<file path="src/hw/qdr_replay_macros.svh">
`ifndef QDR_REPLAY_MACROS_SVH
`define QDR_REPLAY_MACROS_SVH

// Stream word and byte enables
`define QR_DATA_W 64
`define QR_KEEP_W 8

// Packet memory geometry
`define QR_ADDR_W 10
`define QR_MEM_DEPTH 1024

// Cycles from read command to read data, as on the QDR user interface
`define QR_RD_LAT 2

// Read data FIFO holds 2**QR_FIFO_DEPTH_BITS words
`define QR_FIFO_DEPTH_BITS 4

`endif

</file>
<file path="src/hw/qdr_replay_pkg.sv">
`include "qdr_replay_macros.svh"

package qdr_replay_pkg;

   typedef logic [`QR_DATA_W-1:0] data_t;
   typedef logic [`QR_KEEP_W-1:0] keep_t;
   typedef logic [`QR_ADDR_W-1:0] addr_t;

   // Packed as {last, keep, data}
   typedef logic [`QR_DATA_W+`QR_KEEP_W:0] mem_word_t;

   typedef logic [31:0] count_t;

   typedef enum logic [1:0] {
      ST_CAPTURE,
      ST_STORED,
      ST_REPLAY,
      ST_DRAIN
   } replay_state_t;

endpackage

</file>
<file path="src/hw/replay_addr_cnt.sv">
`timescale 1ns/1ps
`include "qdr_replay_macros.svh"

module replay_addr_cnt (
   input  logic                   clk,
   input  logic                   rst_i,
   input  logic                   clear_i,
   input  logic                   cap_wr_i,
   input  logic                   load_end_i,
   input  logic                   load_loops_i,
   input  logic                   rd_issue_i,
   input  qdr_replay_pkg::count_t replay_count_i,
   output qdr_replay_pkg::addr_t  wr_addr_o,
   output qdr_replay_pkg::addr_t  rd_addr_o,
   output logic                   mem_full_o,
   output logic                   nothing_to_play_o,
   output logic                   last_read_o
);

   import qdr_replay_pkg::*;

   // Word count is one bit wider than the address so a full memory shows up
   logic [`QR_ADDR_W:0] wr_cnt;
   logic [`QR_ADDR_W:0] wr_cnt_nxt;
   addr_t               last_addr;
   logic                has_data;
   addr_t               rd_addr;
   count_t              loops_left;
   logic                at_end;

   assign wr_cnt_nxt = wr_cnt + {{`QR_ADDR_W{1'b0}}, cap_wr_i};
   assign wr_addr_o  = wr_cnt[`QR_ADDR_W-1:0];
   assign mem_full_o = wr_cnt[`QR_ADDR_W];

   always_ff @(posedge clk) begin
      if (rst_i || clear_i) begin
         wr_cnt    <= '0;
         last_addr <= '0;
         has_data  <= 1'b0;
      end else begin
         wr_cnt <= wr_cnt_nxt;
         if (load_end_i) begin
            // A word accepted alongside wr_done is still part of the capture
            last_addr <= wr_cnt_nxt[`QR_ADDR_W-1:0] - 1'b1;
            has_data  <= (wr_cnt_nxt != '0);
         end
      end
   end

   assign at_end            = (rd_addr == last_addr);
   assign rd_addr_o         = rd_addr;
   assign last_read_o       = at_end && (loops_left == count_t'(1));
   assign nothing_to_play_o = !has_data || (replay_count_i == '0);

   always_ff @(posedge clk) begin
      if (rst_i || clear_i) begin
         rd_addr    <= '0;
         loops_left <= '0;
      end else if (load_loops_i) begin
         rd_addr    <= '0;
         loops_left <= replay_count_i;
      end else if (rd_issue_i) begin
         if (at_end) begin
            // Wrap for the next pass
            rd_addr    <= '0;
            loops_left <= loops_left - 1'b1;
         end else begin
            rd_addr <= rd_addr + 1'b1;
         end
      end
   end

endmodule

</file>
<file path="config.mk">
export PLATFORM = sky130hd
export DESIGN_NAME = replay_addr_cnt
export DESIGN_NICKNAME = d
export VERILOG_FILES = /design/src/hw/qdr_replay_pkg.sv /design/src/hw/replay_addr_cnt.sv
export VERILOG_INCLUDE_DIRS = /design/src /design/src/hw
export SDC_FILE = /design/constraint.sdc
export NUM_CORES = 1
export LEC_CHECK = 0
export BUFFER_PORTS_ARGS = -buffer_cell sky130_fd_sc_hd__buf_2
export CORE_AREA = 2 2 102 104
export CTS_CLUSTER_DIAMETER = 50
export CTS_CLUSTER_SIZE = 14
export DETAILED_ROUTE_END_ITERATION = 6
export DIE_AREA = 0 0 104 106
export PLACE_DENSITY = 0.59
export SETUP_SLACK_MARGIN = 0.3
export SLEW_MARGIN = 25
export SYNTH_ARGS = -nofsm -noshare
export SYNTH_HDL_FRONTEND = slang
export SYNTH_SLANG_ARGS = --single-unit
</file>
<file path="constraint.sdc">
create_clock -name clk -period 4.2 [get_ports clk]
set_input_delay 1.26 -clock clk [delete_from_list [all_inputs] [get_ports clk]]
set_output_delay 1.26 -clock clk [all_outputs]
set_load 0.02 [all_outputs]
</file>
-- After elaboration in Yosys (flattened, before gate mapping)
Index checks and enable logic that the tools add are counted.
- flip-flop bits (word level): 64
- input bits: 39
- output and inout port bits: 23
- word-level logic and storage cells: 25
- $add $sub $neg: 4
- equal/unequal tests: 2
- muxes and demuxes: 4
- reduce and logical (&&, ||, !) cells: 10
- operators by type and width (cell ; count):
    32-bit 2-to-1 mux ; 3
    32-bit by 1-bit == test with 1-bit output (second input constant) ; 1
    32-bit zero test ; 1
    32-bit by 1-bit subtractor with 32-bit output (second input constant) ; 1
    11-bit by 1-bit adder with 11-bit output ; 1
    11-bit nonzero test ; 1
    10-bit by 1-bit adder with 10-bit output (second input constant) ; 1
    10-bit == test ; 1
    10-bit 2-to-1 mux ; 1
    10-bit by 1-bit subtractor with 10-bit output (second input constant) ; 1
    2-bit nonzero test ; 2
    1-bit logical OR ; 2
    2-bit AND reduction ; 1
    2-bit OR reduction ; 1
    1-bit logical AND ; 1
    1-bit zero test ; 1

-- Longest topological paths before layout
Gate-level depths: netlist of the first run.
- depth after elaboration: 4
- gate-level depth with buffers: 10
- mapped depth without buffers: 10

-- Least setup slack after synthesis of the first run
No wires, ideal clock.
- path kind: input port to output port
- start point: input port replay_count_i[5]
- end point: output port nothing_to_play_o
- arrival time: 2121 ps
- required time: 2940 ps
- setup slack: 819 ps
- stages: 3
- buffers on the path: 0
- path through: nor4_1 -> nand4_1 -> o21ai_0
- word-level cells in the longest chain between the ends: 2
- RTL lines (element ; line ; RTL):
    from (decl) ; replay_addr_cnt.sv:12 ; input qdr_replay_pkg::count_t replay_count_i,
    32-bit zero test ; replay_addr_cnt.sv:53 ; assign nothing_to_play_o = !has_data || (replay_count_i == '0);
    1-bit logical OR ; replay_addr_cnt.sv:53 ;
    to (decl) ; replay_addr_cnt.sv:16 ; output logic nothing_to_play_o,
Every way passes these cells.

-- Worst setup path in the final report of the first run
- start point: register loops_left[4]
- end point: output port last_read_o
- word-level cells in the longest chain between the ends: 2
- RTL lines (element ; line ; RTL):
    from (decl) ; replay_addr_cnt.sv:28 ; count_t loops_left;
    from (signal assigned) ; replay_addr_cnt.sv:61 ; loops_left <= replay_count_i;
    from (signal assigned) ; replay_addr_cnt.sv:66 ; loops_left <= loops_left - 1'b1;
    32-bit by 1-bit == test with 1-bit output ; replay_addr_cnt.sv:52 ; assign last_read_o = at_end && (loops_left == count_t'(1));
    1-bit logical AND ; replay_addr_cnt.sv:52 ;
    to (decl) ; replay_addr_cnt.sv:17 ; output logic last_read_o
Every way passes these cells.

==> metrics.cfg, run 1 <==
[global_route]
antenna_found_initial=0
globalRouteOverflowTotal=0
grt_max_degree=61
grt_pass1_wl_mm=15.0
track_usage_pct=16.8
grt_pass1_vias=3087

[worst_hold_path]
whs_endpoint=last_addr[0]$_SDFFE_PP0P_
min_path_type=reg -> reg
min_from=last_addr[0]$_SDFFE_PP0P_
hold_path_depth=2

[worst_setup_path]
r2r_end=loops_left[29]$_SDFFE_PP0P_
crit_fanout=6
critPathRequiredTime_ns=2.94
critical_path_depth=5
cpPeakStageDelay_ns=0.58
criticalPathCategory=reg -> out
path_delay_family=simple AND/OR/NAND/NOR gates
endpoint_kind=output pin
cp-start-kind=flip-flop
r2r_slack_ns=0.97
worstRegToRegCells=7
crit_path_cell_trace=or4_4 > or4_4 > nor4_4 > and2_2 > buf_2
worstPathBufferInverterCount=1
crit_slowest_cell=or4_4
r2r-start=loops_left[4]$_SDFFE_PP0P_
worstPathArrival_ns=2.50
timing.critical_path.mode_cell=or4_4

[cells_and_area]
diodes=0
final_cell_area_um2=4080
multi_input_area_um2=2060
num-fill-cells=1083
final_nets=511
drive_above_1_share_pct=20.0
regArea_um2=1280
area_growth_pct=17.5

[synthesis]
synth_top_area_share_pct=36.9
synth_most_common_cell=dfxtp_1
yosysTopAreaCell=dfxtp_1
synth_top_cells_by_count=dfxtp_1 (64), nor2_1 (47), xor2_1 (41)
synth_warnings=0
async_reset_ff_share_pct=0
synth_edf_count=0
ys_ff_latch=64
synthesis.area_um2=3470
synth_seq_area_share_pct=36.9
yosys_most_used_dff=dfxtp_1
yosys-top-cells-area=dfxtp_1 (37%), xor2_1 (10%), nor2_1 (5.1%)
synthCells=412
synth_nets=458
avgSynthCellArea_um2=8.43
yosysUniqueCellTypes=48

[power]
p_leak_nw=1.65
power_switching_mw=0.388
power_frac_comb_pct=15.5
power_frac_clock_pct=39.1
irDropWorstVdd_uv=177
pwr-share-seq_pct=45.4
powerDensity_nw_per_um2=350
p_int_mw=1.04
p_sw_share_pct=27.2

[detailed_routing]
drtPass1Iterations=4
drt_iter0_markers=100
vias=3174
routed_wl_mm=8.91
avgRoutedWirePerCell_um=14.7
postRouteAntennaNets=0
remaining_drc_errors=0
vias_per_cell=5.25

[outcome]
status=finished, final reports clean

[clock_tree]
cts_setup_buffers=0
cts_tree=yes
cts_resized=0
clk_path_buf_depth=2
numCtsBuffers=9
cts_hold_buffers=0
ctsHtreeMaxLevel=3
numClockSinks=64
cts-root-buf=clkbuf_8
clock_latency_ns=0.34
clk_pin_slew_ns=0.08

[placement]
numPortBuffers=61
dp_hpwl_mm=6.43
place.gp.congestion=0.767
place_area_um2=3870

[sta]
clock-skew-final_ns=0.00942
rsz0062_at_grt=false
tns_ns=0
hold_viol_final=0
worstMarginPinSlew_ns=0.638
setup_viol=0
slew_viol_final=0
fmaxAchievable_mhz=266
period_share_pct=89.5
post-route-min-period_ns=3.76
slew_headroom_pct=57.1
whs_ns=0.499

[floorplan]
rows=37
dieArea_um2=11000
io_pins=62
die_w_um=104
die_h_um=106
initial_utilization_pct=34.7
core-area_um2=10000

[job]
drv_cap=0

area by class of cell:
type | count | share of cell area, %
Timing Repair Buffer | 66 | 8.40
Multi-Input combinational cell | 319 | 50.5
Sequential cell | 64 | 31.4
Tap cell | 136 | 4.17
Clock inverter | 3 | 0.981
Inverter | 5 | 0.460
Clock buffer | 12 | 4.05
state kept, by name (all words and copies together) (netlist names):
signal	flops
has_data	1
last_addr	10
loops_left	32
rd_addr_o	10
wr_cnt	11
routing by layer:
metal  track usage [%]  up-vias  wire length, µm
met5                 0        -                0
met4              4.05        0               60
met3              4.23        7              468
met2              28.4       73             4190
met1              21.4     1502             4180
li1                  -     1592                -
per-stage QoR:
| step | power, mW | worst slack [ns] | std cells | utilization (%) |
|---|---|---|---|---|
| 2_1_floorplan | 0.815 | 0.819 | 412 | - |
| 3_3_place_gp | 0.877 | 0.538 | 590 | 38.8 |
| 3_5_place_dp | 0.882 | 0.519 | 590 | 38.8 |
| 4_1_cts | 1.44 | 0.402 | 605 | 40.8 |
| 5_1_grt | 1.49 | 0.335 | 605 | 40.8 |
| 6_report | 1.43 | 0.440 | 605 | 40.8 |
cells by family after synthesis:
logic type	synth area share (%)
AO/OA/AOI/OAI	12.9
buffers and inverters	3.71
flip-flops	36.9
AND/OR/NAND/NOR	26.8
multiplexers	1.73
XOR/XNOR	15.4
adder cells (fa/ha/maj)	2.52
worst max path at each step:
stage	endpoint	from
finish	last_read_o	loops_left[4]$_SDFFE_PP0P_
global route	last_read_o	loops_left[4]$_SDFFE_PP0P_
CTS	last_read_o	loops_left[4]$_SDFFE_PP0P_
detailed placement	nothing_to_play_o	replay_count_i[6]
global placement	nothing_to_play_o	replay_count_i[6]
floorplan	nothing_to_play_o	replay_count_i[5]
tightest hold or removal path, cell delays in order (launching register included):
cell	delay (ns)
dfxtp_1	0.32
nor2_1	0.08
a211oi_1	0.05
placed cells by master, fill, tap and decap left out, types with 6 or more instances in the layout:
cell       n
a211oi_1   6
a21oi_1   26
and3_1    10
buf_2     61
clkbuf_8  12
dfxtp_1   64
ha_1       7
mux2i_1    6
nand2_1   14
nand3_1   11
nand4_1   18
nor2_1    47
nor3_1     8
nor4_1    18
o21ai_0   31
or3_1      7
xnor2_1   20
xor2_1    41
power groups by stage:
stage / combinational, mW / sequential [mW] / clock (mW)
floorplan: 0.157 / 0.657 / 0
global placement: 0.217 / 0.660 / 0
detailed placement: 0.220 / 0.661 / 0
CTS: 0.222 / 0.648 / 0.571
global route: 0.246 / 0.651 / 0.598
finish: 0.221 / 0.648 / 0.558
(Power assumes the default switching activity.)
==> run 2, diff against run 1 <==
==> constraint.sdc (replaced) <==
create_clock -name clk -period 3.5 [get_ports clk]
set_input_delay 1.05 -clock clk [delete_from_list [all_inputs] [get_ports clk]]
set_output_delay 1.05 -clock clk [all_outputs]
set_load 0.02 [all_outputs]
==> metrics.cfg, run 2 (synthesis results as in run 1) <==
[cells_and_area]
largest_register_ffs=32  ; unchanged
finalNonFillerCells=613  ; +1.3%
layout_commonest_cell=dfxtp_1
top_register=loops_left
diodes=0  ; unchanged
final_nets=518  ; +1.4%
drive_above_1_share_pct=23.1  ; +3.0 points
num-fill-cells=1038  ; -4.2%
reg_top3=loops_left (32), wr_cnt (11)
mostFrequentLayoutCells=dfxtp_1 (61), buf_2 (60), nor2_1 (47)
area_growth_pct=20.8

[detailed_routing]
drtPass1Iterations=4  ; unchanged
remaining_drc_errors=0  ; unchanged
vias=3200  ; +0.82%
drt_iter0_markers=103  ; +3.0%
routed_wl_mm=8.97  ; +0.70%
avgRoutedWirePerCell_um=14.6  ; -0.62%
postRouteAntennaNets=0  ; unchanged
vias_per_cell=5.22  ; -0.50%

[worst_setup_path]
path_delay_family=simple AND/OR/NAND/NOR gates
cpPeakStageDelay_ns=0.54  ; -0.04 ns
crit_fanout=2  ; -4
criticalPathCategory=reg -> out
crit_slowest_cell=or4_4
timing.critical_path.mode_cell=or4_4
endpoint_kind=output pin
worstPathBufferInverterCount=1  ; unchanged
worstPathArrival_ns=2.21  ; -0.29 ns
critPathRequiredTime_ns=2.45  ; -0.49 ns
crit_path_cell_trace=or4_4 > or4_4 > nor4_4 > and2_4 > buf_6
cp-start-kind=flip-flop

[placement]
dp.cells=593  ; +0.51%
dp_hpwl_mm=6.45  ; +0.41%
numPortBuffers=61  ; unchanged
place.gp.congestion=0.786  ; +2.5%

[sta]
setup_viol=0  ; unchanged
tns_ns=0  ; unchanged
clock-skew-final_ns=0.0114  ; +0.00195 ns
slew_headroom_pct=63.2  ; +6.1 points
fmaxAchievable_mhz=306
hold_viol_final=0  ; unchanged
rsz0062_at_grt=true
worstMarginPinSlew_ns=0.550  ; -0.0884 ns
slew_viol_final=0  ; unchanged
period_share_pct=93.2
post-route-min-period_ns=3.26

[power]
p_sw_share_pct=26.8  ; -0.38 points
p_int_mw=1.29  ; +24%
power_switching_mw=0.473  ; +22%
powerDensity_nw_per_um2=420  ; +20%
p_leak_nw=1.70  ; +2.7%
power_frac_clock_pct=40.2  ; +1.1 points
pwr-share-seq_pct=44.0  ; -1.4 points
irDropWorstVdd_uv=215  ; +21%
power_frac_comb_pct=15.8  ; +0.3 points

[clock_tree]
clock_latency_ns=0.34  ; about the same
numCtsBuffers=9  ; unchanged
cts_tree=yes
numClockSinks=64  ; unchanged
cts_hold_buffers=0  ; unchanged
ctsHtreeMaxLevel=3  ; unchanged
cts-root-buf=clkbuf_8
clk_pin_slew_ns=0.07  ; about the same
clk_path_buf_depth=2  ; unchanged

[floorplan]
die_w_um=104  ; unchanged
io_pins=62  ; unchanged
initial_utilization_pct=34.7  ; unchanged
rows=37  ; unchanged
dieArea_um2=11000  ; unchanged
die_h_um=106  ; unchanged
core-area_um2=10000  ; unchanged

[global_route]
track_usage_pct=17.0  ; +0.20 points
grt_pass1_wl_mm=15.3  ; +1.9%
antenna_found_initial=0  ; unchanged
grt_pass1_vias=3135  ; +1.6%
grt_max_degree=60  ; -1.6%
globalRouteOverflowTotal=0  ; unchanged

[outcome]
status=finished, final reports clean

[job]
drv_cap=0  ; unchanged

[worst_hold_path]
min_path_type=reg -> reg

run 2: changes by cell type in the layout (fill, tap and decap cells not counted), moves of 2 or more:
cell / change
nor4_2: +4
nor4_1: -4
dfxtp_4: +2
dfxtp_1: -3
clkbuf_8: -2
buf_4: +7
run 2: layout make-up:
type                       instances  area, µm²  area share, %
clock inverter                     6       82.6           1.97
clock buffer                      10        138           3.28
multi-input combinational        319       2090           49.9
timing repair buffer              73        402           9.58
inverter                           5       18.8          0.448
tap                              136        170           4.06
sequential                        64       1290           30.8
run 2: stage by stage:
step | area [µm²] | hold slack (ns) | utilization [%] | setup WS (ns) | power [mW]
after floorplan | 3470 | 0.464 | - | 0.336 | 0.978
after global placement | 3900 | 0.485 | 39.0 | 0.276 | 1.05
after detailed placement | 3900 | 0.485 | 39.0 | 0.263 | 1.06
after CTS | 4170 | 0.500 | 41.7 | 0.262 | 1.77
after global routing | 4190 | 0.544 | 41.9 | 0.159 | 1.85
final | 4190 | 0.500 | 41.9 | 0.237 | 1.76
run 2: worst paths after layout:
path,from,endpoint,slack (ns),cells after the start
max,loops_left[7]$_SDFFE_PP0P_,last_read_o,0.24,5
min,loops_left[23]$_SDFFE_PP0P_,loops_left[23]$_SDFFE_PP0P_,0.50,2
max reg2reg,loops_left[7]$_SDFFE_PP0P_,loops_left[29]$_SDFFE_PP0P_,0.79,8
min reg2reg,loops_left[23]$_SDFFE_PP0P_,loops_left[23]$_SDFFE_PP0P_,0.50,2
run 2: tightest hold or removal path: cells and delay by family (launching register included):
family,cells,cell delay [ns]
DFF,1,0.32
AOI/OAI and AO/OA,2,0.13
run 2: power by group through the flow:
stage	logic (mW)	clock network, mW	registers [mW]
final	0.279	0.708	0.776
after global routing	0.311	0.756	0.779
after floorplan	0.189	0	0.789
after CTS	0.276	0.722	0.775
after global placement	0.262	0	0.792
after detailed placement	0.264	0	0.793
run 2: layer usage:
| layer | track usage, % | share of wire, % | vias to the layer above |
|---|---|---|---|
| li1 | - | - | 1612 |
| met1 | 22.4 | 47 | 1495 |
| met2 | 28.2 | 46 | 88 |
| met3 | 3.68 | 6.3 | 5 |
| met4 | 4.34 | 0.51 | 0 |
| met5 | 0 | 0 | - |
run 2: timing repair:
item	CTS	global route
pin swaps	4	0
resized for setup	10	3
setup endpoints to repair	2	1
endpoints found under the hold margin	0	0
setup buffers	4	0
