`config.mk`:
```
export PLATFORM = sky130hd
export DESIGN_NAME = replay_ctrl
export DESIGN_NICKNAME = d
export VERILOG_FILES = /design/src/hw/qdr_replay_pkg.sv /design/src/hw/replay_ctrl.sv
export VERILOG_INCLUDE_DIRS = /design/src /design/src/hw
export SDC_FILE = /design/constraint.sdc
export NUM_CORES = 1
export LEC_CHECK = 0
export BUFFER_PORTS_ARGS = -buffer_cell sky130_fd_sc_hd__buf_4
export CORE_AREA = 2 2 39 41
export DETAILED_ROUTE_END_ITERATION = 10
export DIE_AREA = 0 0 41 43
export HOLD_SLACK_MARGIN = 0.08
export PLACE_DENSITY_LB_ADDON = 0.05
export SKIP_CTS_REPAIR_TIMING = 1
export SYNTH_ARGS = -nofsm -noshare
export SYNTH_HDL_FRONTEND = slang
export SYNTH_SLANG_ARGS = --single-unit
```
`constraint.sdc`:
```
create_clock -name clk -period 4.16 [get_ports clk]
set_clock_uncertainty 0.2 [all_clocks]
set_input_delay 0.832 -clock clk [delete_from_list [all_inputs] [get_ports clk]]
set_output_delay 0.832 -clock clk [all_outputs]
set_load 0.03 [all_outputs]
```
`src/hw/qdr_replay_macros.svh`:
```
`ifndef QDR_REPLAY_MACROS_SVH
`define QDR_REPLAY_MACROS_SVH

// Stream word and byte enables
`define QR_DATA_W 64
`define QR_KEEP_W 8

// Packet memory geometry
`define QR_ADDR_W 10
`define QR_MEM_DEPTH 1024

// Cycles from read command to read data, as on the QDR user interface
`define QR_RD_LAT 2

// Read data FIFO holds 2**QR_FIFO_DEPTH_BITS words
`define QR_FIFO_DEPTH_BITS 4

`endif

```
`src/hw/qdr_replay_pkg.sv`:
```
`include "qdr_replay_macros.svh"

package qdr_replay_pkg;

   typedef logic [`QR_DATA_W-1:0] data_t;
   typedef logic [`QR_KEEP_W-1:0] keep_t;
   typedef logic [`QR_ADDR_W-1:0] addr_t;

   // Packed as {last, keep, data}
   typedef logic [`QR_DATA_W+`QR_KEEP_W:0] mem_word_t;

   typedef logic [31:0] count_t;

   typedef enum logic [1:0] {
      ST_CAPTURE,
      ST_STORED,
      ST_REPLAY,
      ST_DRAIN
   } replay_state_t;

endpackage

```
`src/hw/replay_ctrl.sv`:
```
`timescale 1ns/1ps

module replay_ctrl (
   input  logic clk,
   input  logic rst_i,
   input  logic s_tvalid_i,
   input  logic wr_done_i,
   input  logic start_replay_i,
   input  logic sw_rst_i,
   input  logic mem_full_i,
   input  logic nothing_to_play_i,
   input  logic last_read_i,
   input  logic fifo_nearly_full_i,
   input  logic fifo_drained_i,
   output logic s_tready_o,
   output logic cap_wr_o,
   output logic rd_issue_o,
   output logic load_end_o,
   output logic load_loops_o,
   output logic clear_o,
   output logic replay_busy_o
);

   import qdr_replay_pkg::*;

   replay_state_t state;
   replay_state_t state_nxt;
   logic          in_capture;
   logic          in_stored;
   logic          in_replay;
   logic          in_drain;

   assign in_capture = (state == ST_CAPTURE);
   assign in_stored  = (state == ST_STORED);
   assign in_replay  = (state == ST_REPLAY);
   assign in_drain   = (state == ST_DRAIN);

   // Capture side
   assign s_tready_o = in_capture && !mem_full_i;
   assign cap_wr_o   = s_tready_o && s_tvalid_i;
   assign load_end_o = in_capture && wr_done_i;

   // Reads pause while the FIFO has no room for in-flight data
   assign load_loops_o = in_stored && start_replay_i;
   assign rd_issue_o   = in_replay && !fifo_nearly_full_i;

   assign clear_o       = sw_rst_i;
   assign replay_busy_o = in_replay || in_drain;

   always_comb begin
      state_nxt = state;
      case (state)
         ST_CAPTURE: begin
            if (wr_done_i) begin
               state_nxt = ST_STORED;
            end
         end
         ST_STORED: begin
            // A zero loop count or an empty capture is simply ignored
            if (start_replay_i && !nothing_to_play_i) begin
               state_nxt = ST_REPLAY;
            end
         end
         ST_REPLAY: begin
            if (rd_issue_o && last_read_i) begin
               state_nxt = ST_DRAIN;
            end
         end
         ST_DRAIN: begin
            if (fifo_drained_i) begin
               state_nxt = ST_STORED;
            end
         end
         default: begin
            state_nxt = ST_CAPTURE;
         end
      endcase
      if (sw_rst_i) begin
         state_nxt = ST_CAPTURE;
      end
   end

   always_ff @(posedge clk) begin
      if (rst_i) begin
         state <= ST_CAPTURE;
      end else begin
         state <= state_nxt;
      end
   end

endmodule

```
### After elaboration in Yosys (flattened, before gate mapping)

Index checks and enable logic that the tools add are counted.

* reduce and logical (&&, ||, !) cells: 14
* multiplexer cells: 5
* equality and inequality tests: 7

Operators by type and width (count)
* $mux W2: 4
* $pmux W2 S4: 1
* $logic_and A1 B1 Y1: 7
* $eq A2 B2 Y1 const B: 2
* $ne A2 B1 Y1 const B: 2
* $ne A2 B2 Y1 const B: 2
* $reduce_and A4 Y1: 1
* $logic_not A1 Y1: 3
* $eq A2 B1 Y1 const B: 1
* $logic_not A2 Y1: 1
* $reduce_or A2 Y1: 1
* $logic_or A1 B1 Y1: 1

* input bits: 11
* logic and storage cells: 27
* output and inout bits: 7
* register bits after elaboration: 2

### Longest topological paths before layout

Gate-level depths: netlist of the first run.

* depth after elaboration: 5
* depth in mapped cells: 5
* depth with buffers taken out: 5

### Least setup slack after synthesis of the first run

OpenSTA, ideal clock, no wires.

* kind: input to output
* start point: input port mem_full_i
* end point: output port cap_wr_o
* arrival: 1.675 ns
* stages: 2
* data required time: 3.128 ns
* setup slack: 1.453 ns
* path buffers: 0
* cells stage by stage: nor2b_1 and2_1

* cells in the longest elaborated chain, start to end: 3

Ends and longest elaborated chain
* start, declared: line replay_ctrl.sv:10 `input logic mem_full_i,`
* $logic_not A1 Y1: line replay_ctrl.sv:39 `assign s_tready_o = in_capture && !mem_full_i;`
* $logic_and A1 B1 Y1: line replay_ctrl.sv:39
* $logic_and A1 B1 Y1: line replay_ctrl.sv:40 `assign cap_wr_o = s_tready_o && s_tvalid_i;`
* end, declared: line replay_ctrl.sv:16 `output logic cap_wr_o,`

No other way between the ends.

### Final worst setup path of the first run

* start point: register state[0]
* end point: output port cap_wr_o

* cells in the longest elaborated chain, start to end: 3

Ends and longest elaborated chain
* start, declared: line replay_ctrl.sv:26 `replay_state_t state;`
* start signal, assigned: line replay_ctrl.sv:87 `state <= state_nxt;`
* $logic_not A2 Y1: line replay_ctrl.sv:33 `assign in_capture = (state == ST_CAPTURE);`
* $logic_and A1 B1 Y1: line replay_ctrl.sv:39
* $logic_and A1 B1 Y1: line replay_ctrl.sv:40

No other way between the ends.

==> results of run 1 <==
[kinds of logic (layout without fill, tap and decap cells)]
kind of cell	after synthesis	in the layout	share of synthesized area [%]
buf+inv	6	25	11.1
fa+ha+maj	5	5	26.5
simple gates	11	11	30.7
compound gates	5	5	14.8
flops	2	2	16.9
[worst paths after layout]
path | end | cells after the start
hold / removal | state[0] | 2
setup / recovery | cap_wr_o | 5
setup reg to reg | state[0] | 5
hold reg to reg | state[0] | 2
[Yosys cell counts]
master	number
a222oi_1	1
nor2b_1	2
inv_1	5
buf_4	1
ha_1	5
nand2b_1	1
or2_2	1
and2_1	2
dfxtp_1	2
a41o_1	1
nand2_1	1
and2_2	1
nor4_2	1
o21ai_0	1
a21oi_1	2
and3_2	1
nor2_1	1
[cell type report]
cell class	instances	area [µm²]	share of cell area, %
Tap cell	16	20.0	5.02
Clock buffer	3	22.5	5.64
Inverter	5	18.8	4.70
Sequential cell	2	40.0	10.0
Multi-Input combinational cell	21	170	42.6
Timing Repair Buffer	17	128	32.0
[power breakdown]
part	leakage [nW]	internal [mW]	switching, mW
registers	0.0163	0.0203	0.00120
logic	0.187	0.0161	0.0162
clock network	0.0138	0.0317	0.00994
total	0.217	0.0681	0.0274
[metrics by stage]
stage                     hold WS, ns  area (µm²)  power [mW]  setup WS (ns)
after CTS                       0.433         399      0.0985           1.72
after global routing            0.486         399       0.103           1.63
after global placement          0.422         377      0.0543           1.79
final                           0.426         399      0.0954           1.74
after detailed placement        0.429         377      0.0545           1.77
after floorplan                 0.370         236      0.0398           1.45
[routing by layer]
metal	part of all wire, %	up-vias
li1	-	134
met1	43	102
met2	43	16
met3	14	0
met4	0	0
met5	0	-
[worst max-delay path, delay by kind of cell (launching register included)]
family | cells | cell delay (ns)
adders and majority gates | 1 | 0.23
buffers and inverters | 2 | 0.25
DFF | 1 | 0.40
and+or+nand+nor | 2 | 0.28
==> run metrics, run 1 <==
status=complete, no violations; Buffers on Ports=17; Worst R2R Start=state[0]; CTS tree=built; Hold Path Class=reg -> reg; Yosys warnings=0; start point of the worst hold path=state[0]; Critical Path, Cell by Cell=inv_1 -> ha_1 -> nor2b_1 -> and2_1 -> buf_4; RSZ-0062 raised after global routing=no; gr usage total=7.01%; Critical Path Source Type=flop; # DRC=0; CTS clk-pin slew, worst paths=0.03 ns; met1 usage=8.92%; Initial Util=17.1%; Synth Cell Area=roughly 240 µm²; Distinct cells, synth=17; share of layout cells above drive strength 1=50.0%; setup TNS=0 ns; initial antenna violation count=0; final cell count without fillers=64; WL final=543 µm; final period utilization=between 50% and 60%; Max Root-Sink Buffers=2; gr ovfl total=0; final hold violations=0; WS Path Type=reg -> out; Chip Height=43 µm; Peak supply drop=132 µV; fill count=148; count of final setup violators=0; Via density=3.94; Leak=0.217 nW; leading cell type in the layout, fill and taps excluded=buf_4; R2R Setup Slk=2.24 ns; vias=roughly 250; Final Max Tran Viols=0; placed insts=61; diode count=0; Mapped Cells=29; total clock buffers created by CTS=3; clock period minus worst slack=2.42 ns; DR WL/cell=8.48 µm; Required @ worst endpoint=between 3 and 4 ns; Power Density=239 mW/mm²; crit-path max cell delay=0.40 ns; GP Congestion=0.625; max-cap viol count=0; upper clock frequency limit=between 400 and 500 MHz; top post-synthesis cells by area=ha_1 (26%), dfxtp_1 (17%), inv_1 (7.9%), and2_1 (5.3%), nor2b_1 (5.3%); # clock sinks=2; grt met3 use=4.71%; Synth Register Bits=2; Slew HR=65.5%; # nets final=66; H-tree levels=1; Crit. End Element=output port; core footprint=0.00138 mm²; Avg Inst Size Synth=8.15 µm²; post-DP HPWL=473 µm; top cell type's share of synthesized area=26.5%; Worst Path Arrival=1.39 ns; pin count of the biggest net entering global routing=6; Worst Setup SP=state[0]; # IOs=18; Seq/Total Area, Yosys=16.9%; crit path max-delay cell type=dfxtp_1; clk_lat worst skew=0.22 ns; DRT Pass-1 Iters=4; DR iter-0 viols=2; Synth area leader=ha_1; max FFs per register=2; row count=14; fin util=28.8%; Largest regs=state (2); ANT nets after route=0; first-pass GRT wire length=roughly 800 µm; most used routing layer=met1; commonest cells after routing, fill and taps aside=buf_4 (17), inv_1 (5), ha_1 (5); Largest Register=state; largest fanout on the critical path=5; slew at the pin closest to its max-slew limit=0.518 ns; Root Buffer=clkbuf_4; Synthesized Nets=45; number of global-route vias before repair=214; Die ar.=0.00176 mm²; Area growth, synth to finish=68.8%; grt met2 use=under 10%; die width=41 µm
(Power assumes the default switching activity.)
==> run 2: changes to the inputs <==
==> constraint.sdc (replaced) <==
create_clock -name clk -period 2 [get_ports clk]
set_clock_uncertainty 0.2 [all_clocks]
set_input_delay 0.4 -clock clk [delete_from_list [all_inputs] [get_ports clk]]
set_output_delay 0.4 -clock clk [all_outputs]
set_load 0.03 [all_outputs]
==> run 2 against run 1 <==
Final cell count stayed put. Via count grew 2.4%. Clock-buffer cell count is the same. Critical endpoint is now replay_busy_o. Largest cell class unchanged. Highest routed layer unchanged.
==> run metrics, run 2 (same netlist as run 1, synthesis figures left out) <==
Chip Height=43 µm (unchanged); leading cell type in the layout, fill and taps excluded=buf_4; DR WL/cell=9.50 µm (+12%); # clock sinks=2 (unchanged); clock period minus worst slack=~1.9 ns; final cell count without fillers=64 (unchanged); clk_lat worst skew=0.22 ns (about the same); Leak=0.220 nW (+1.2%); Worst Hold End=state[0]; RSZ-0062 raised after global routing=no; # IOs=18 (unchanged); Critical Path, Cell by Cell=inv_1 -> ha_1 -> or2_2 -> buf_4; Hold WS=0.140 ns (-0.286 ns); Initial Util=17.1% (unchanged); start point of the worst hold path=rst_i; vias=258 (+2.4%); sequential power share=22.2% (-0.3 points); WL final=608 µm (+12%); DR iter-0 viols=8 (+6); Sw Ratio=29.6% (+0.92 points); Critical Path Source Type=flop; gr ovfl total=0 (unchanged); Peak supply drop=184 µV (+39%); internal power=143 µW (+110%); Area growth, synth to finish=70.9%; worst reg2reg path depth=5 (unchanged); ANT nets after route=0 (unchanged); Worst R2R Start=state[0]; Largest regs=state (2); diode count=0 (unchanged); commonest cells after routing, fill and taps aside=buf_4 (17), inv_1 (5), ha_1 (5); largest fanout on the critical path=5 (unchanged); Worst Setup SP=state[0]; Required @ worst endpoint=1.40 ns (-1.73 ns); gr usage total=8.21% (+1.2 points); GP Congestion=0.592 (-5.1%); Max Root-Sink Buffers=2 (unchanged); R2R Setup Slk=0.17 ns (-2.07 ns); CP top delay family=flip-flops; combinational power share=33.7% (about the same); CTS clk-pin slew, worst paths=0.03 ns (about the same); # nets final=66 (unchanged); WP depth=4 (-1); Via density=4.03 (+2.4%); slew at the pin closest to its max-slew limit=0.518 ns (+0.000500 ns); Crit. End Element=output port; Psw=60.1 µW (+120%); die width=41 µm (unchanged); DRT Pass-1 Iters=4 (unchanged); count of final setup violators=0 (unchanged); # DRC=0 (unchanged); CTS tree=built; total clock buffers created by CTS=3 (unchanged); Final Max Tran Viols=0 (unchanged); pin count of the biggest net entering global routing=6 (unchanged); number of global-route vias before repair=243 (+14%); worst path bufs/invs=2 (unchanged); H-tree levels=1 (unchanged); Die ar.=0.00176 mm² (unchanged); status=complete, no violations; initial antenna violation count=0 (unchanged); Worst Path Arrival=1.32 ns (-0.07 ns); Largest Register=state; share of layout cells above drive strength 1=56.3% (+6.3 points); core footprint=0.00138 mm² (unchanged); WS Path Type=reg -> out; upper clock frequency limit=520 MHz; max FFs per register=2 (unchanged); row count=14 (unchanged); Clk network pwr share=44.2% (+0.5 points); Crit Reg-Reg Endpoint=state[1]; placed insts=61 (unchanged); first-pass GRT wire length=903 µm (+13%); final hold violations=0 (unchanged); crit-path max cell delay=0.35 ns (-0.05 ns); hold path cells=2 (unchanged); crit path max-delay cell type=dfxtp_2; post-DP HPWL=507 µm (+7.1%); fin util=29.2% (+0.36 points); Hold Path Class=in -> reg; Power Density=502 mW/mm² (+110%); Buffers on Ports=17 (unchanged); Root Buffer=clkbuf_4; max-cap viol count=0 (unchanged); final period utilization=96.2%; Slew HR=65.4% (about the same)
run 2: changes by cell type in the layout (fill, tap and decap cells not counted):
| cell | change |
|---|---|
| nor2b_1 | -1 |
| nor2b_2 | +1 |
| dfxtp_2 | +2 |
| dfxtp_1 | -2 |
run 2: power by group through the flow:
stage | logic, mW | registers (mW) | clock network (mW)
after floorplan | 0.0388 | 0.0445 | 0
after global placement | 0.0689 | 0.0450 | 0
after detailed placement | 0.0691 | 0.0451 | 0
after CTS | 0.0695 | 0.0445 | 0.0967
after global routing | 0.0739 | 0.0452 | 0.102
final | 0.0683 | 0.0449 | 0.0896
run 2: final cells by class:
cell class                 instances  area [µm²]
fill                             157         980
timing repair buffer              17         128
tap                               16        20.0
sequential                         2        42.5
multi-input combinational         21         173
clock buffer                       3        22.5
inverter                           5        18.8
run 2: routing by layer:
metal | GRT usage [%] | part of all wire (%) | vias to the layer above
met3 | 3.14 | 9.0 | 0
met5 | 0 | 0 | -
met2 | 12.2 | 54 | 10
met4 | 8.00 | 0 | 0
met1 | 7.96 | 37 | 113
li1 | - | - | 135
run 2: how the worst max path moves through the flow:
stage,end,slack (ns)
6_report,replay_busy_o,0.08
4_1_cts,replay_busy_o,-0.009
5_1_grt,replay_busy_o,0.01
3_3_place_gp,state[0],0.08
2_1_floorplan,cap_wr_o,0.14
3_5_place_dp,state[0],0.1
run 2: worst reg2reg max path, stage by stage (launching register included):
cell	delay (ns)
dfxtp_2	0.35
inv_1	0.07
ha_1	0.21
a222oi_1	0.53
a21oi_1	0.14
a41o_1	0.22
run 2: metrics by stage:
stage | power [mW] | TNS (ns) | cell area [µm²] | setup WS [ns]
6_report | 0.203 | 0 | 404 | 0.0769
5_1_grt | 0.222 | 0 | 404 | 0.00967
4_1_cts | 0.211 | -0.0144 | 402 | -0.00871
3_5_place_dp | 0.114 | 0 | 379 | 0.0981
3_3_place_gp | 0.114 | 0 | 379 | 0.0819
2_1_floorplan | 0.0833 | 0 | 239 | 0.141
==> run 3: changes to the inputs <==
--- a/config.mk
+++ b/config.mk
@@ -7,9 +7,9 @@
 export NUM_CORES = 1
 export LEC_CHECK = 0
 export BUFFER_PORTS_ARGS = -buffer_cell sky130_fd_sc_hd__buf_4
-export CORE_AREA = 2 2 39 41
+export CORE_AREA = 4 4 41 43
 export DETAILED_ROUTE_END_ITERATION = 10
-export DIE_AREA = 0 0 41 43
+export DIE_AREA = 0 0 45 47
 export HOLD_SLACK_MARGIN = 0.08
 export PLACE_DENSITY_LB_ADDON = 0.05
 export SKIP_CTS_REPAIR_TIMING = 1
==> run 3 against run 2 <==
Sequential power shrank 3%. Global-route usage decreased by 1.3 points. Flip-flop and latch count stayed put. Clock-buffer cell count unchanged. Die area grew 20%. Sequential share of layout area is 0.43 points lower. Final cell count stayed put. Core utilization up 2.2 points. Highest routed layer unchanged.
==> run metrics, run 3 (same netlist as run 1, synthesis figures left out) <==
upper clock frequency limit=521 MHz (+0.29%); Critical Path Source Type=flop; pin count of the biggest net entering global routing=5 (-1); CTS tree=built; gr usage total=6.94% (-1.3 points); row count=13 (-1); die width=45 µm (+9.8%); fin util=31.4% (+2.2 points); Final Max Tran Viols=0 (unchanged); Largest regs=state (2); max FFs per register=2 (unchanged); diode count=0 (unchanged); first-pass GRT wire length=1.00 mm (+11%); Die ar.=0.00212 mm² (+20%); count of final setup violators=0 (unchanged); crit-path max cell delay=0.34 ns (about the same); worst path bufs/invs=2 (unchanged); Critical Path, Cell by Cell=inv_1 -> ha_1 -> nor2b_2 -> and2_1 -> buf_4; vias=261 (+1.2%); DR iter-0 viols=2 (-6); Hold Path Class=in -> reg; placed cell area=385 µm² (+1.7%); slew at the pin closest to its max-slew limit=0.522 ns (+0.00380 ns); design area=409 µm² (+1.2%); setup TNS=0 ns (unchanged); final period utilization=95.9% (-0.27 points); Via density=4.08 (+1.2%); initial antenna violation count=0 (unchanged); clock period minus worst slack=1.92 ns (-0.00547 ns); CTS clk-pin slew, worst paths=0.03 ns (about the same); Leak=0.225 nW (+2.2%); leading cell type in the layout, fill and taps excluded=buf_4; RSZ-0062 raised after global routing=no; DR WL/cell=9.91 µm (+4.3%); Root Buffer=clkbuf_4; final hold violations=0 (unchanged); # DRC=0 (unchanged); total clock buffers created by CTS=3 (unchanged); fill count=148 (-5.7%); share of layout cells above drive strength 1=55.1% (-1.1 points); # IOs=18 (unchanged); crit path max-delay cell type=dfxtp_2; Initial Util=18.2% (+1.1 points); clk_lat worst skew=0.22 ns (about the same); DRT Pass-1 Iters=4 (unchanged); GP Congestion=0.691 (+17%); Area growth, synth to finish=73.0%; Peak supply drop=262 µV (+43%); largest fanout on the critical path=4 (-1); Buffers on Ports=17 (unchanged); gr ovfl total=0 (unchanged); number of global-route vias before repair=245 (+0.82%); Max Root-Sink Buffers=2 (unchanged); Slew HR=65.2% (-0.25 points); WS Path Type=reg -> out; ANT nets after route=0 (unchanged); Largest Register=state; Chip Height=47 µm (+9.3%); WL final=634 µm (+4.3%); status=complete, no violations; post-DP HPWL=558 µm (+10%); CP top delay family=flip-flops; max-cap viol count=0 (unchanged); commonest cells after routing, fill and taps aside=buf_4 (18), inv_1 (5), ha_1 (5); Required @ worst endpoint=1.40 ns (about the same); Worst Path Arrival=1.32 ns (about the same); H-tree levels=1 (unchanged); # nets final=67 (+1.5%); # clock sinks=2 (unchanged); Power Density=493 mW/mm² (-1.8%); Crit. End Element=output port; core footprint=0.00130 mm² (-6.0%)
==> run 3: changes by cell type in the layout (fill, tap and decap cells not counted), sizes merged <==
cell,change
buf,+1
==> run 3: layout make-up <==
type	instances	area [µm²]	share of cell area [%]
Sequential cell	2	41.3	10.1
Timing Repair Buffer	18	135	33.0
Tap cell	15	18.8	4.59
Inverter	5	18.8	4.59
Clock buffer	3	22.5	5.50
Multi-Input combinational cell	21	173	42.2
==> run 3: path summary, 6_finish.rpt <==
path	startpoint	end	slack, ns	depth (start not counted)
worst max-delay path	state[1]	cap_wr_o	0.08	5
worst min-delay path	rst_i	state[0]	0.15	2
worst max register to register	state[1]	state[1]	0.19	5
worst min register to register	state[1]	state[1]	0.43	3
==> run 3: power breakdown <==
part	switching, mW	internal, mW	leakage [nW]
Sequential	0.00110	0.0423	0.0168
Clock	0.0203	0.0659	0.0138
Combinational	0.0362	0.0359	0.194
==> run 3: metal layers <==
layer / part of all wire [%] / track usage, % / vias to the layer above / wire length, µm
met3: 11 / 2.68 / 0 / 67
li1: - / - / 136 / -
met5: 0 / 0 / - / 0
met2: 48 / 10.7 / 13 / 303
met4: 0 / 7.02 / 0 / 0
met1: 41 / 7.01 / 112 / 263
==> run 3: worst register-to-register path: cells and delay by family, from the launching register on <==
family	cells	cell delay [ns]
buf+inv	1	0.07
flops	1	0.34
fa+ha+maj	1	0.21
compound gates	3	0.87
==> run 3: metrics by stage <==
step                      instances  power, mW  setup WS (ns)  hold slack [ns]
after detailed placement         61      0.116          0.120            0.378
after global placement           61      0.116          0.188            0.375
final                            64      0.202         0.0823            0.152
after floorplan                  29     0.0833          0.141            0.270
after global routing             64      0.219         0.0245            0.135
after CTS                        64      0.209         0.0284            0.143
