[config.mk]
export PLATFORM = sky130hd
export DESIGN_NAME = rd_data_fifo
export DESIGN_NICKNAME = d
export VERILOG_FILES = /design/src/hw/qdr_replay_pkg.sv /design/src/hw/rd_data_fifo.sv
export VERILOG_INCLUDE_DIRS = /design/src /design/src/hw
export SDC_FILE = /design/constraint.sdc
export NUM_CORES = 1
export LEC_CHECK = 0
export ABC_AREA = 0
export CAP_MARGIN = 20
export CORE_ASPECT_RATIO = 2
export CORE_MARGIN = 2
export CORE_UTILIZATION = 68
export CTS_CLUSTER_DIAMETER = 80
export CTS_CLUSTER_SIZE = 14
export DETAILED_ROUTE_END_ITERATION = 8
export DONT_BUFFER_PORTS = 1
export PLACE_DENSITY_LB_ADDON = 0.1
export SLEW_MARGIN = 20
export SYNTH_ARGS = -nofsm -noshare
export SYNTH_HDL_FRONTEND = slang
export SYNTH_SLANG_ARGS = --single-unit
[constraint.sdc]
create_clock -name clk -period 8.7 [get_ports clk]
set_input_delay 1.74 -clock clk [delete_from_list [all_inputs] [get_ports clk]]
set_output_delay 1.74 -clock clk [all_outputs]
set_load 0.005 [all_outputs]
[src/hw/qdr_replay_macros.svh]
`ifndef QDR_REPLAY_MACROS_SVH
`define QDR_REPLAY_MACROS_SVH

// Stream word and byte enables
`define QR_DATA_W 64
`define QR_KEEP_W 8

// Packet memory geometry
`define QR_ADDR_W 10
`define QR_MEM_DEPTH 1024

// Cycles from read command to read data, as on the QDR user interface
`define QR_RD_LAT 2

// Read data FIFO holds 2**QR_FIFO_DEPTH_BITS words
`define QR_FIFO_DEPTH_BITS 4

`endif

[src/hw/qdr_replay_pkg.sv]
`include "qdr_replay_macros.svh"

package qdr_replay_pkg;

   typedef logic [`QR_DATA_W-1:0] data_t;
   typedef logic [`QR_KEEP_W-1:0] keep_t;
   typedef logic [`QR_ADDR_W-1:0] addr_t;

   // Packed as {last, keep, data}
   typedef logic [`QR_DATA_W+`QR_KEEP_W:0] mem_word_t;

   typedef logic [31:0] count_t;

   typedef enum logic [1:0] {
      ST_CAPTURE,
      ST_STORED,
      ST_REPLAY,
      ST_DRAIN
   } replay_state_t;

endpackage

[src/hw/rd_data_fifo.sv]
`timescale 1ns/1ps
`include "qdr_replay_macros.svh"

module rd_data_fifo #(
   parameter int depth_bits = 4
) (
   input  logic                      clk,
   input  logic                      rst_i,
   input  logic                      wr_en_i,
   input  qdr_replay_pkg::mem_word_t din_i,
   input  logic                      rd_en_i,
   input  logic                      rd_issue_i,
   output qdr_replay_pkg::mem_word_t dout_o,
   output logic                      empty_o,
   output logic                      nearly_full_o,
   output logic                      drained_o
);

   import qdr_replay_pkg::*;

   localparam int depth = 1 << depth_bits;
   // Room kept back for reads already on their way from memory
   localparam int high_mark = depth - `QR_RD_LAT - 1;

   mem_word_t                          store [depth];
   logic [depth_bits-1:0]              wr_ptr;
   logic [depth_bits-1:0]              rd_ptr;
   logic [depth_bits:0]                fill;
   logic [$clog2(`QR_RD_LAT+1)-1:0]    in_flight;
   logic                               pop;

   assign pop = rd_en_i && !empty_o;

   always_ff @(posedge clk) begin
      if (wr_en_i) begin
         store[wr_ptr] <= din_i;
      end
   end

   always_ff @(posedge clk) begin
      if (rst_i) begin
         wr_ptr    <= '0;
         rd_ptr    <= '0;
         fill      <= '0;
         in_flight <= '0;
      end else begin
         if (wr_en_i) begin
            wr_ptr <= wr_ptr + 1'b1;
         end
         if (pop) begin
            rd_ptr <= rd_ptr + 1'b1;
         end
         case ({wr_en_i, pop})
            2'b10:   fill <= fill + 1'b1;
            2'b01:   fill <= fill - 1'b1;
            default: fill <= fill;
         endcase
         // Each issued read comes back as exactly one write
         case ({rd_issue_i, wr_en_i})
            2'b10:   in_flight <= in_flight + 1'b1;
            2'b01:   in_flight <= in_flight - 1'b1;
            default: in_flight <= in_flight;
         endcase
      end
   end

   // First word falls through
   assign dout_o        = store[rd_ptr];
   assign empty_o       = (fill == '0);
   assign nearly_full_o = (fill >= high_mark);
   assign drained_o     = empty_o && (in_flight == '0);

endmodule

* Word-level counts from Yosys, hierarchy flattened
Memories as Yosys holds them, arrays and structs flattened. A register that Yosys moved wholly into a read port is not among the register bits.
Cells that the tools add are included.
** Storage, ports and cells
- Register bits :: 15
- RAM bits :: 1168
- Output and inout bits :: 76
- Logic and storage cells :: 29
- Memories kept :: 1
** Memories
- store :: words 16, bits a word 73, read ports 1, clocked after memory_dff 1, write ports 1, RTL line rd_data_fifo.sv:25 : mem_word_t store [depth];
** Operators by class
- Add/sub/neg operators :: 6
- Magnitude comparators :: 1
- Eq/ne operators :: 4
- Muxes and demuxes :: 6
- Reduce and logical (&&, ||, !) cells :: 7
** Operators with widths (number)
- one-hot mux 5 bit (2 select lines) :: 1
- adder 4 x 1 -> 4 bit, second input constant :: 2
- two-way mux 4 bit :: 2
- adder 5 x 1 -> 5 bit, second input constant :: 1
- greater-or-equal comparator 5 x 4 -> 1 bit, second input constant :: 1
- zero test 5 bit :: 1
- subtractor 5 x 1 -> 5 bit, second input constant :: 1
- == test 2 x 1 -> 1 bit, second input constant :: 2
- == test 2 bit, second input constant :: 2
- one-hot mux 2 bit (2 select lines) :: 1
- nonzero test 2 bit :: 2
- adder 2 x 1 -> 2 bit, second input constant :: 1
- logical AND 1 bit :: 2
- zero test 2 bit :: 1
- two-way mux 1 bit :: 2
- subtractor 2 x 1 -> 2 bit, second input constant :: 1
- zero test 1 bit :: 1

* Depth between registers and ports, before layout
Gate-level depths: netlist of run 1.
- Word-level depth :: 5
- Depth in mapped cells :: 12

* Worst setup path before layout of run 1
OpenSTA, ideal clock, no wires.
- Kind :: input to register
- Start :: input wr_en_i
- End :: memory store[0][0] (netlist bit), enable pin
- Setup time :: 0.439 ns
- Arrival time :: 4.107 ns
- Data required time :: 8.261 ns
- Slack :: 4.154 ns
- Stages on the path :: 4
- Path through :: clkbuf_1 -> inv_1 -> nor3_1 -> and2_1
** Between the ends
- Word-level cells in the longest chain between the ends :: 2
** Ends and longest elaborated chain
- from (decl) :: RTL line rd_data_fifo.sv:9 : input logic wr_en_i,
- two-way mux 1 bit :: RTL line rd_data_fifo.sv:35 : if (wr_en_i) begin
- two-way mux 1 bit (implied by the code) :: RTL line rd_data_fifo.sv:36 : store[wr_ptr] <= din_i;
- to (decl) :: RTL line rd_data_fifo.sv:25
Every way passes these cells.

==> reports/results.tsv, run 1 <==
metric	value	unit
ys_ff_latch	1187	
layout_commonest_cell	edfxtp_1	
ys.flop_type	edfxtp_1	
via_per_inst	7.12	
reg2reg_to	fill[4]	
grt_max_degree	153	
antenna_found_initial	0	
period_needed	5.28	ns
required	6.96	ns
rsz0062_at_grt	false	
drt_iter0_drc	2022	
worstPathArrival	3.54	ns
holdBufCountCts	0	
cts_tree	built	
n_fill_cell	3527	
drive_gt1_frac	0.227	
endpoint	dout_o[23]	
setup_viol	0	
leakagePower	14.6	nW
area_growth	7.34	%
r2r_slack	5.65	ns
vias	20056	
worst_pin_slew	1.11	ns
synth.top_cells.by_area	edfxtp_1 (78%), mux4_2 (15%), a22oi_1 (2.5%), dfxtp_1 (0.85%), nand2_1 (0.68%)	
drt_wl_total	93300	µm
post-dp-hpwl	45700	µm
clkTransAtPathRegs	0.07	ns
post_cts_buffers	0	
max-clock-path-buffers	3	
fmax	189	MHz
outcome	complete, no violations	
antenna_left	0	
start_kind	flip-flop	
hold_violations	0	
final_cell_mix	edfxtp_1 (1168), mux4_2 (292), a22oi_1 (146)	
setup_tns	0	ns
syn_area_per_cell	23.4	µm²
endpoint_kind	primary output	
core	65400	µm²
yosysTopAreaCell	edfxtp_1	
grt_pass1_wl	137000	µm
syn_inst	1912	
synth_nets	2000	
hold_class	reg -> reg	
fin_skew	0.0178	ns
yosys_warnings	0	
post_cts_resized	0	
maxCapViolCount	0	
reg2reg_depth	10	
overflow	0	
cp_max_fo	152	
first_global_vias	21119	
pin_count	154	
post-route-period-util	0.607	
synth-edff-count	1168	
path_class	reg -> out	
ctsRootBufferMaster	clkbuf_16	
insertion_delay	0.65	ns
synthesis.area	44700	µm²
h-tree-depth	3	
numCtsBuffers	94	
r2r-start	fill[1]	
start_util	0.683	
synth-seq-area-share	0.793	
cts_sinks	1187	
maxSlewHeadroom	0.262	
ir_worst_vdd	0.239	mV
fp.dieH	367	µm
die_w	185	µm
antenna_cells	0	
drv_slew	0	
async_flop_share	0	
row_count	133	
hold_slack	0.505	ns
dieArea	67900	µm²
drt_pass1_iterations	5	
numPortBuffers	0	
yosysTopAreaCellShare	0.785	
nNetsFinal	2019	
drc_errors	0	
synth_cell_type_count	40	
post_drt_wl_per_cell	33.1	µm
track_usage	0.285	
pwr_density_cell	246	nW/µm²
gp_congestion	0.710	
==> logic make-up (layout without fill, tap and decap cells) <==
family | Yosys count | in the layout | synth area share
compound gates | 160 | 160 | 0.0266
xor+xnor | 11 | 11 | 0.00216
fa+ha+maj | 10 | 10 | 0.00280
buf+inv | 110 | 137 | 0.0127
flops | 1187 | 1187 | 0.793
mux | 295 | 295 | 0.148
simple gates | 139 | 139 | 0.0144
==> metrics by stage <==
step	utilization	cells	setup slack [ns]	power [W]	cell area (µm²)
after floorplan	-	1912	4.15	0.00793	44700
after global placement	0.696	2712	4.14	0.00817	45500
after detailed placement	0.696	2712	4.09	0.00823	45500
after CTS	0.733	2816	3.39	0.0119	48000
after global routing	0.733	2816	3.23	0.0122	48000
final	0.733	2816	3.42	0.0118	48000
==> critical path: stages, from the launching register on <==
cell and delay, ns:
dfxtp_4 1.06, buf_12 0.64, mux4_2 0.44, a22oi_1 0.30, nand2_1 0.16
==> routing by layer <==
layer / vias to the layer above / GRT usage / routed length, µm
met5: - / 0 / 0
met3: 178 / 0.0674 / 8830
met4: 0 / 0.0910 / 2490
li1: 8114 / - / -
met1: 10716 / 0.380 / 33200
met2: 1048 / 0.474 / 48700
==> worst min-delay path by stage <==
stage                  from            to  slack [ns]  cells past startpoint
2_1_floorplan  in_flight[1]  in_flight[1]        0.46                      2
3_3_place_gp   in_flight[1]  in_flight[1]        0.46                      2
3_5_place_dp   in_flight[1]  in_flight[1]        0.49                      2
4_1_cts        in_flight[1]  in_flight[1]        0.50                      2
6_report       in_flight[1]  in_flight[1]        0.50                      2
5_1_grt        in_flight[1]  in_flight[1]        0.57                      2
==> power by group <==
group / internal, W / leakage, nW / total (W) / switching (W)
Sequential: 0.00637 / 10.7 / 0.00647 / 0.0000957
Clock: 0.00193 / 1.19 / 0.00370 / 0.00177
Combinational: 0.000831 / 2.69 / 0.00162 / 0.000789
==> sequential cells by signal (all words and copies together) (netlist names), named ones only <==
| name | flops |
|---|---|
| fill | 5 |
| in_flight | 2 |
| rd_ptr | 4 |
| store | 1168 |
| wr_ptr | 4 |
==> final cells by class <==
cell class	instances	area [µm²]	area share
clock buffers	102	2400	0.0501
clock inverters	2	13.8	0.000287
repair buffers	26	233	0.00485
inverters	7	26.3	0.000548
well taps	877	1100	0.0229
multi-input cells	615	8730	0.182
flip-flops and latches	1187	35500	0.739
==> cells in the mapped netlist, types with 3 or more instances <==
| cell | n |
|---|---|
| dfxtp_1 | 19 |
| o21ai_0 | 3 |
| inv_1 | 7 |
| and2_1 | 17 |
| nor3_1 | 3 |
| buf_6 | 12 |
| ha_1 | 10 |
| mux2i_1 | 3 |
| buf_4 | 13 |
| edfxtp_1 | 1168 |
| a21oi_1 | 3 |
| mux4_2 | 292 |
| buf_1 | 22 |
| o211ai_1 | 3 |
| nand2_1 | 81 |
| buf_2 | 13 |
| clkbuf_1 | 43 |
| xnor2_1 | 3 |
| xor2_1 | 8 |
| nor2_1 | 17 |
| a22oi_1 | 146 |
Power figures use the tool's default switching activity.
==> run 2: changes to the inputs <==
Settings changed: CORE_UTILIZATION 68 to 63.
Clock period 8.7 ns to 5.3 ns, I/O delays scaled along.
==> run 2 against run 1 <==
  * Clock skew is essentially flat
  * Register-to-register slack lost 3.5 ns
  * Via count shrank 1.4%
  * Utilization shrank 4.7 points
  * Final area grew 0.84%
  * Hold slack lost 0.047 ns
  * Critical path depth is the same
  * Wire length grew 0.84%
  * Largest power group unchanged
==> reports/results.tsv, run 2 (same netlist as run 1, synthesis figures left out) <==
metric	value	unit	change
h-tree-depth	3		unchanged
stdcell_count	2873		+2.0%
gp_congestion	0.723		+1.9%
grt_pass1_wl	137000	µm	-0.44%
insertion_delay	0.67	ns	+0.02 ns
met2_usage	0.449		-0.0242
row_count	138		+3.8%
globalRouteMet1Util	0.340		-0.0393
multi_input_area	8730	µm²	unchanged
fp.dieH	381	µm	+3.8%
post-route-period-util	0.774		
start_util	0.634		-0.0490
worst_pin_slew	0.975	ns	-0.132 ns
cts_sinks	1187		unchanged
n_fill_cell	4194		+19%
globalRouteMet3Util	0.0716		+0.00417
vias	19776		-1.4%
ir_worst_vdd	0.317	mV	+32%
drc_errors	0		unchanged
outcome	complete, no violations		
nNetsFinal	2041		+1.1%
crit_buf_inv	1		unchanged
final_cell_mix	edfxtp_1 (1168), mux4_2 (292), a22oi_1 (146)		
numCtsBuffers	94		unchanged
antenna_cells	0		unchanged
period_needed	4.10	ns	
pin_count	154		unchanged
dpl.cell_count	2767		+2.0%
final_area	48400	µm²	+0.84%
post_cts_resized	0		unchanged
clkTransAtPathRegs	0.07	ns	about the same
drt_pass1_iterations	7		+2
place_area	45900	µm²	+0.81%
antenna_found_initial	0		unchanged
overflow	0		unchanged
regMostFlops	store		
layout_commonest_cell	edfxtp_1		
post_cts_buffers	0		unchanged
start_kind	flip-flop		
required	4.24	ns	-2.72 ns
setup_tns	0	ns	unchanged
track_usage	0.266		-0.0196
cts_tree	built		
critPathTopFamily	flip-flops		
holdBufCountCts	0		unchanged
setup_ws	1.20	ns	-2.22 ns
worstPathArrival	3.04	ns	-0.50 ns
core	70400	µm²	+7.7%
maxSlewHeadroom	0.350		+0.0880
fin_skew	0.0180	ns	+0.000249 ns
pre_cts_ws	1.82	ns	-2.27 ns
ctsRootBufferMaster	clkbuf_16		
busiest_layer	met2		
drv_slew	0		unchanged
grt_max_degree	75		-51%
first_global_vias	20676		-2.1%
setup_viol	0		unchanged
cp_slowest_cell	dfxtp_4		
drt_iter0_drc	1929		-4.6%
drive_gt1_frac	0.237		+0.00996
endpoint_kind	primary output		
regArea	35500	µm²	unchanged
cp_max_fo	57		-63%
hold_violations	0		unchanged
dieArea	73200	µm²	+7.8%
pwr_density_cell	402	nW/µm²	+63%
via_per_inst	6.88		-3.4%
path_cells	buf_12 -> mux4_2 -> a22oi_1 -> nand2_1		
slowest_delay	0.81	ns	-0.25 ns
fmax	244	MHz	
post-dp-hpwl	49600	µm	+8.5%
die_w	192	µm	+3.8%
reg_top3	store x1168, fill x5		
hold_class	in -> reg		
max-clock-path-buffers	3		unchanged
largest_register_ffs	1168		unchanged
maxCapViolCount	0		unchanged
path_class	reg -> out		
post_drt_wl_per_cell	32.7	µm	-1.2%
numPortBuffers	0		unchanged
rsz0062_at_grt	false		
leakagePower	14.8	nW	+1.2%
antenna_left	0		unchanged
area_growth	8.24	%	
drt_wl_total	94100	µm	+0.84%
-- run 2: worst paths after layout --
check                                  start           end  slack, ns  cells past startpoint
worst max register to register       fill[0]       fill[4]       2.15                     10
worst max-delay path               flip-flop    dout_o[49]       1.20                      4
worst min register to register  in_flight[1]  in_flight[1]       0.52                      2
worst min-delay path                   rst_i       fill[2]       0.46                      1
-- run 2: power breakdown --
part | internal, W | total (W) | switching, W
clock network | 0.00318 | 0.00611 | 0.00292
registers | 0.0105 | 0.0106 | 0.000159
logic | 0.00140 | 0.00270 | 0.00131
-- run 2: metrics by stage --
stage / hold slack, ns / util / power (W)
after floorplan: 0.459 / - / 0.0130
after global placement: 0.463 / 0.652 / 0.0135
after detailed placement: 0.495 / 0.652 / 0.0136
after CTS: 0.409 / 0.687 / 0.0196
after global routing: 0.441 / 0.687 / 0.0201
final: 0.457 / 0.687 / 0.0194
-- run 2: routing by layer --
layer / share of wire / vias up
met5: 0 / -
met4: 0.026 / 0
met3: 0.097 / 171
met2: 0.53 / 911
met1: 0.35 / 10529
li1: - / 8165
-- run 2: cell type report --
cell class,count,area share
clock inverter,5,0.00106
tap,910,0.0235
sequential,1187,0.733
inverter,7,0.000543
timing repair buffer,48,0.0116
multi-input combinational,615,0.180
clock buffer,101,0.0496
==> run 3: changes to the inputs <==
Settings changed: ABC_AREA 0 to 1, CORE_UTILIZATION 63 to 57.
Clock period 5.3 ns to 3.3 ns, I/O delays scaled along.
==> run 3 against run 2 <==
  * Combinational power increased to 3.0 times the previous value
  * Final area up 9.7%
  * Die area rose by 21%
  * Critical path type unchanged
==> reports/results.tsv, run 3 <==
metric	value	unit	change
vias	29069		+47%
cts_tree	built		
ys_ff_latch	1187		unchanged
slowest_delay	0.60	ns	-0.21 ns
hold_class	in -> reg		
syn_area_per_cell	12.8	µm²	-45%
largest_register_ffs	1168		unchanged
regMostFlops	store		
insertion_delay	0.68	ns	about the same
synth.top_cells.by_area	edfxtp_1 (71%), inv_1 (4.6%), nand3_1 (4.5%), o211ai_2 (3.5%), a21oi_1 (3.1%)		
via_per_inst	5.97		-13%
drive_gt1_frac	0.0936		-0.143
track_usage	0.264		-0.00195
reg_top3	store x1168, fill x5		
maxSlewHeadroom	0.450		+0.0995
maxCapViolCount	0		unchanged
critPathTopFamily	flip-flops		
final_area	53000	µm²	+9.7%
worst_pin_slew	0.825	ns	-0.149 ns
layout_commonest_cell	edfxtp_1		
gp_congestion	0.784		+8.4%
drc_errors	0		unchanged
cp_slowest_cell	dfxtp_4		
worst-path-stages	6		+2
async_flop_share	0		unchanged
pwr_density_cell	663	nW/µm²	+65%
r2r_slack	0.75	ns	-1.40 ns
final_cell_mix	edfxtp_1 (1168), inv_1 (606), nand3_1 (444)		
synth-seq-area-share	0.722		-0.0710
cts_sinks	1187		unchanged
synthMostInstantiatedCell	edfxtp_1		
max-clock-path-buffers	3		unchanged
multi_input_area	10100	µm²	+15%
fmax	319	MHz	
drv_slew	0		unchanged
row_count	152		+10%
first_global_vias	28750		+39%
yosys_warnings	0		unchanged
synth_nets	3913		+96%
post_drt_wl_per_cell	23.8	µm	-27%
synth_common_cells	edfxtp_1 (1168), inv_1 (607), nand3_1 (444)		
yosysTopAreaCellShare	0.715		-0.0702
nNetsFinal	3859		+89%
fp.dieH	419	µm	+10%
reg2reg_depth	16		+6
post-route-period-util	0.949		
core	85600	µm²	+21%
antenna_left	0		unchanged
start_kind	flip-flop		
r2r-start	fill[0]		
grt_max_degree	129		+72%
ys.flop_type	edfxtp_1		
holdCritStartpoint	rst_i		
dpl.cell_count	4752		+72%
pre_cts_ws	0.808	ns	-1.01 ns
setup_viol	0		unchanged
antenna_cells	0		unchanged
synth_cell_type_count	26		-35%
n_fill_cell	6389		+52%
stdcell_count	4872		+70%
hold_depth	1		unchanged
antenna_found_initial	0		unchanged
numPortBuffers	0		unchanged
numCtsBuffers	94		unchanged
regArea	35500	µm²	about the same
synth-edff-count	1168		unchanged
syn_inst	3825		+100%
rsz0062_at_grt	false		
hold_violations	0		unchanged
drt_iter0_drc	2362		+22%
ctsRootBufferMaster	clkbuf_16		
clkTransAtPathRegs	0.07	ns	about the same
reg2reg_to	fill[4]		
path_cells	buf_12 -> a21oi_1 -> o21ai_0 -> nand3_1 -> nand3_1 -> nand2_1		
worstPathArrival	2.47	ns	-0.57 ns
cp_max_fo	120		+110%
area_growth	8.09	%	
post-dp-hpwl	60200	µm	+21%
period_needed	3.13	ns	
drt_pass1_iterations	6		-1
dieArea	88600	µm²	+21%
pin_count	154		unchanged
holdBufCountCts	0		unchanged
path_common_cell	nand3_1		
endpoint_kind	primary output		
drt_wl_total	116000	µm	+23%
place_area	50500	µm²	+9.9%
overflow	0		unchanged
crit_buf_inv	1		unchanged
power	0.0352	W	+81%
synthesis.area	49100	µm²	+9.8%
setup_ws	0.170	ns	-1.03 ns
start_util	0.573		-0.0609
path_class	reg -> out		
fin_skew	0.0120	ns	-0.00601 ns
h-tree-depth	3		unchanged
yosysTopAreaCell	edfxtp_1		
grt_pass1_wl	172000	µm	+26%
die_w	211	µm	+10%
ir_worst_vdd	0.528	mV	+66%
leakagePower	18.6	nW	+26%
required	2.64	ns	-1.60 ns
outcome	complete, no violations		
run 3: stage by stage:
stage / util / setup TNS (ns) / hold slack, ns
global placement: 0.590 / 0 / 0.468
finish: 0.620 / 0 / 0.0524
floorplan: - / -1193.30 / 0.459
detailed placement: 0.590 / 0 / 0.475
CTS: 0.620 / 0 / 0.00449
global route: 0.620 / 0 / 0.0164
run 3: power breakdown:
group	total [W]	switching, W	leakage (nW)	internal [W]
logic	0.00807	0.00533	6.60	0.00274
clock network	0.0101	0.00485	1.25	0.00530
registers	0.0170	0.000181	10.7	0.0168
total	0.0352	0.0104	18.6	0.0248
run 3: how the worst max path moves through the flow:
| stage | endpoint | slack, ns |
|---|---|---|
| 2_1_floorplan | store[11][0] | -1.05 |
| 4_1_cts | dout_o[48] | 0.06 |
| 3_5_place_dp | fill[4] | 0.81 |
| 5_1_grt | dout_o[49] | 0.04 |
| 6_report | dout_o[67] | 0.17 |
| 3_3_place_gp | dout_o[71] | 0.85 |
run 3: routing by layer:
metal / global-route usage / part of all wire
met3: 0.0439 / 0.055
met5: 0 / 0
met4: 0.0864 / 0.029
met1: 0.316 / 0.38
met2: 0.480 / 0.53
run 3: kinds of logic (layout without fill, tap and decap cells):
group | count (synthesis) | count (layout) | share of synthesized area
adder cells (fa/ha/maj) | 10 | 10 | 0.00255
buffers and inverters | 851 | 820 | 0.0750
AO/OA/AOI/OAI | 899 | 899 | 0.121
XOR/XNOR | 5 | 5 | 0.000892
AND/OR/NAND/NOR | 873 | 873 | 0.0783
flip-flops | 1187 | 1187 | 0.722
run 3: cell type report:
cell class / instances / share of cell area
flip-flops and latches: 1187 / 0.669
clock inverters: 4 / 0.000731
multi-input cells: 1787 / 0.190
repair buffers: 93 / 0.0249
clock buffers: 115 / 0.0474
well taps: 1078 / 0.0254
inverters: 608 / 0.0432
run 3: worst register-to-register path: cells and delay by family (launching register included):
family	cells	cell delay (ns)
flops	1	0.35
buf+inv	3	0.26
fa+ha+maj	2	0.48
simple gates	11	1.36
run 3: repair_timing:
| item | CTS | global route |
|---|---|---|
| gates resized for setup | 0 | 1 |
| setup buffers | 0 | 1 |
| setup endpoints to repair | 0 | 12 |
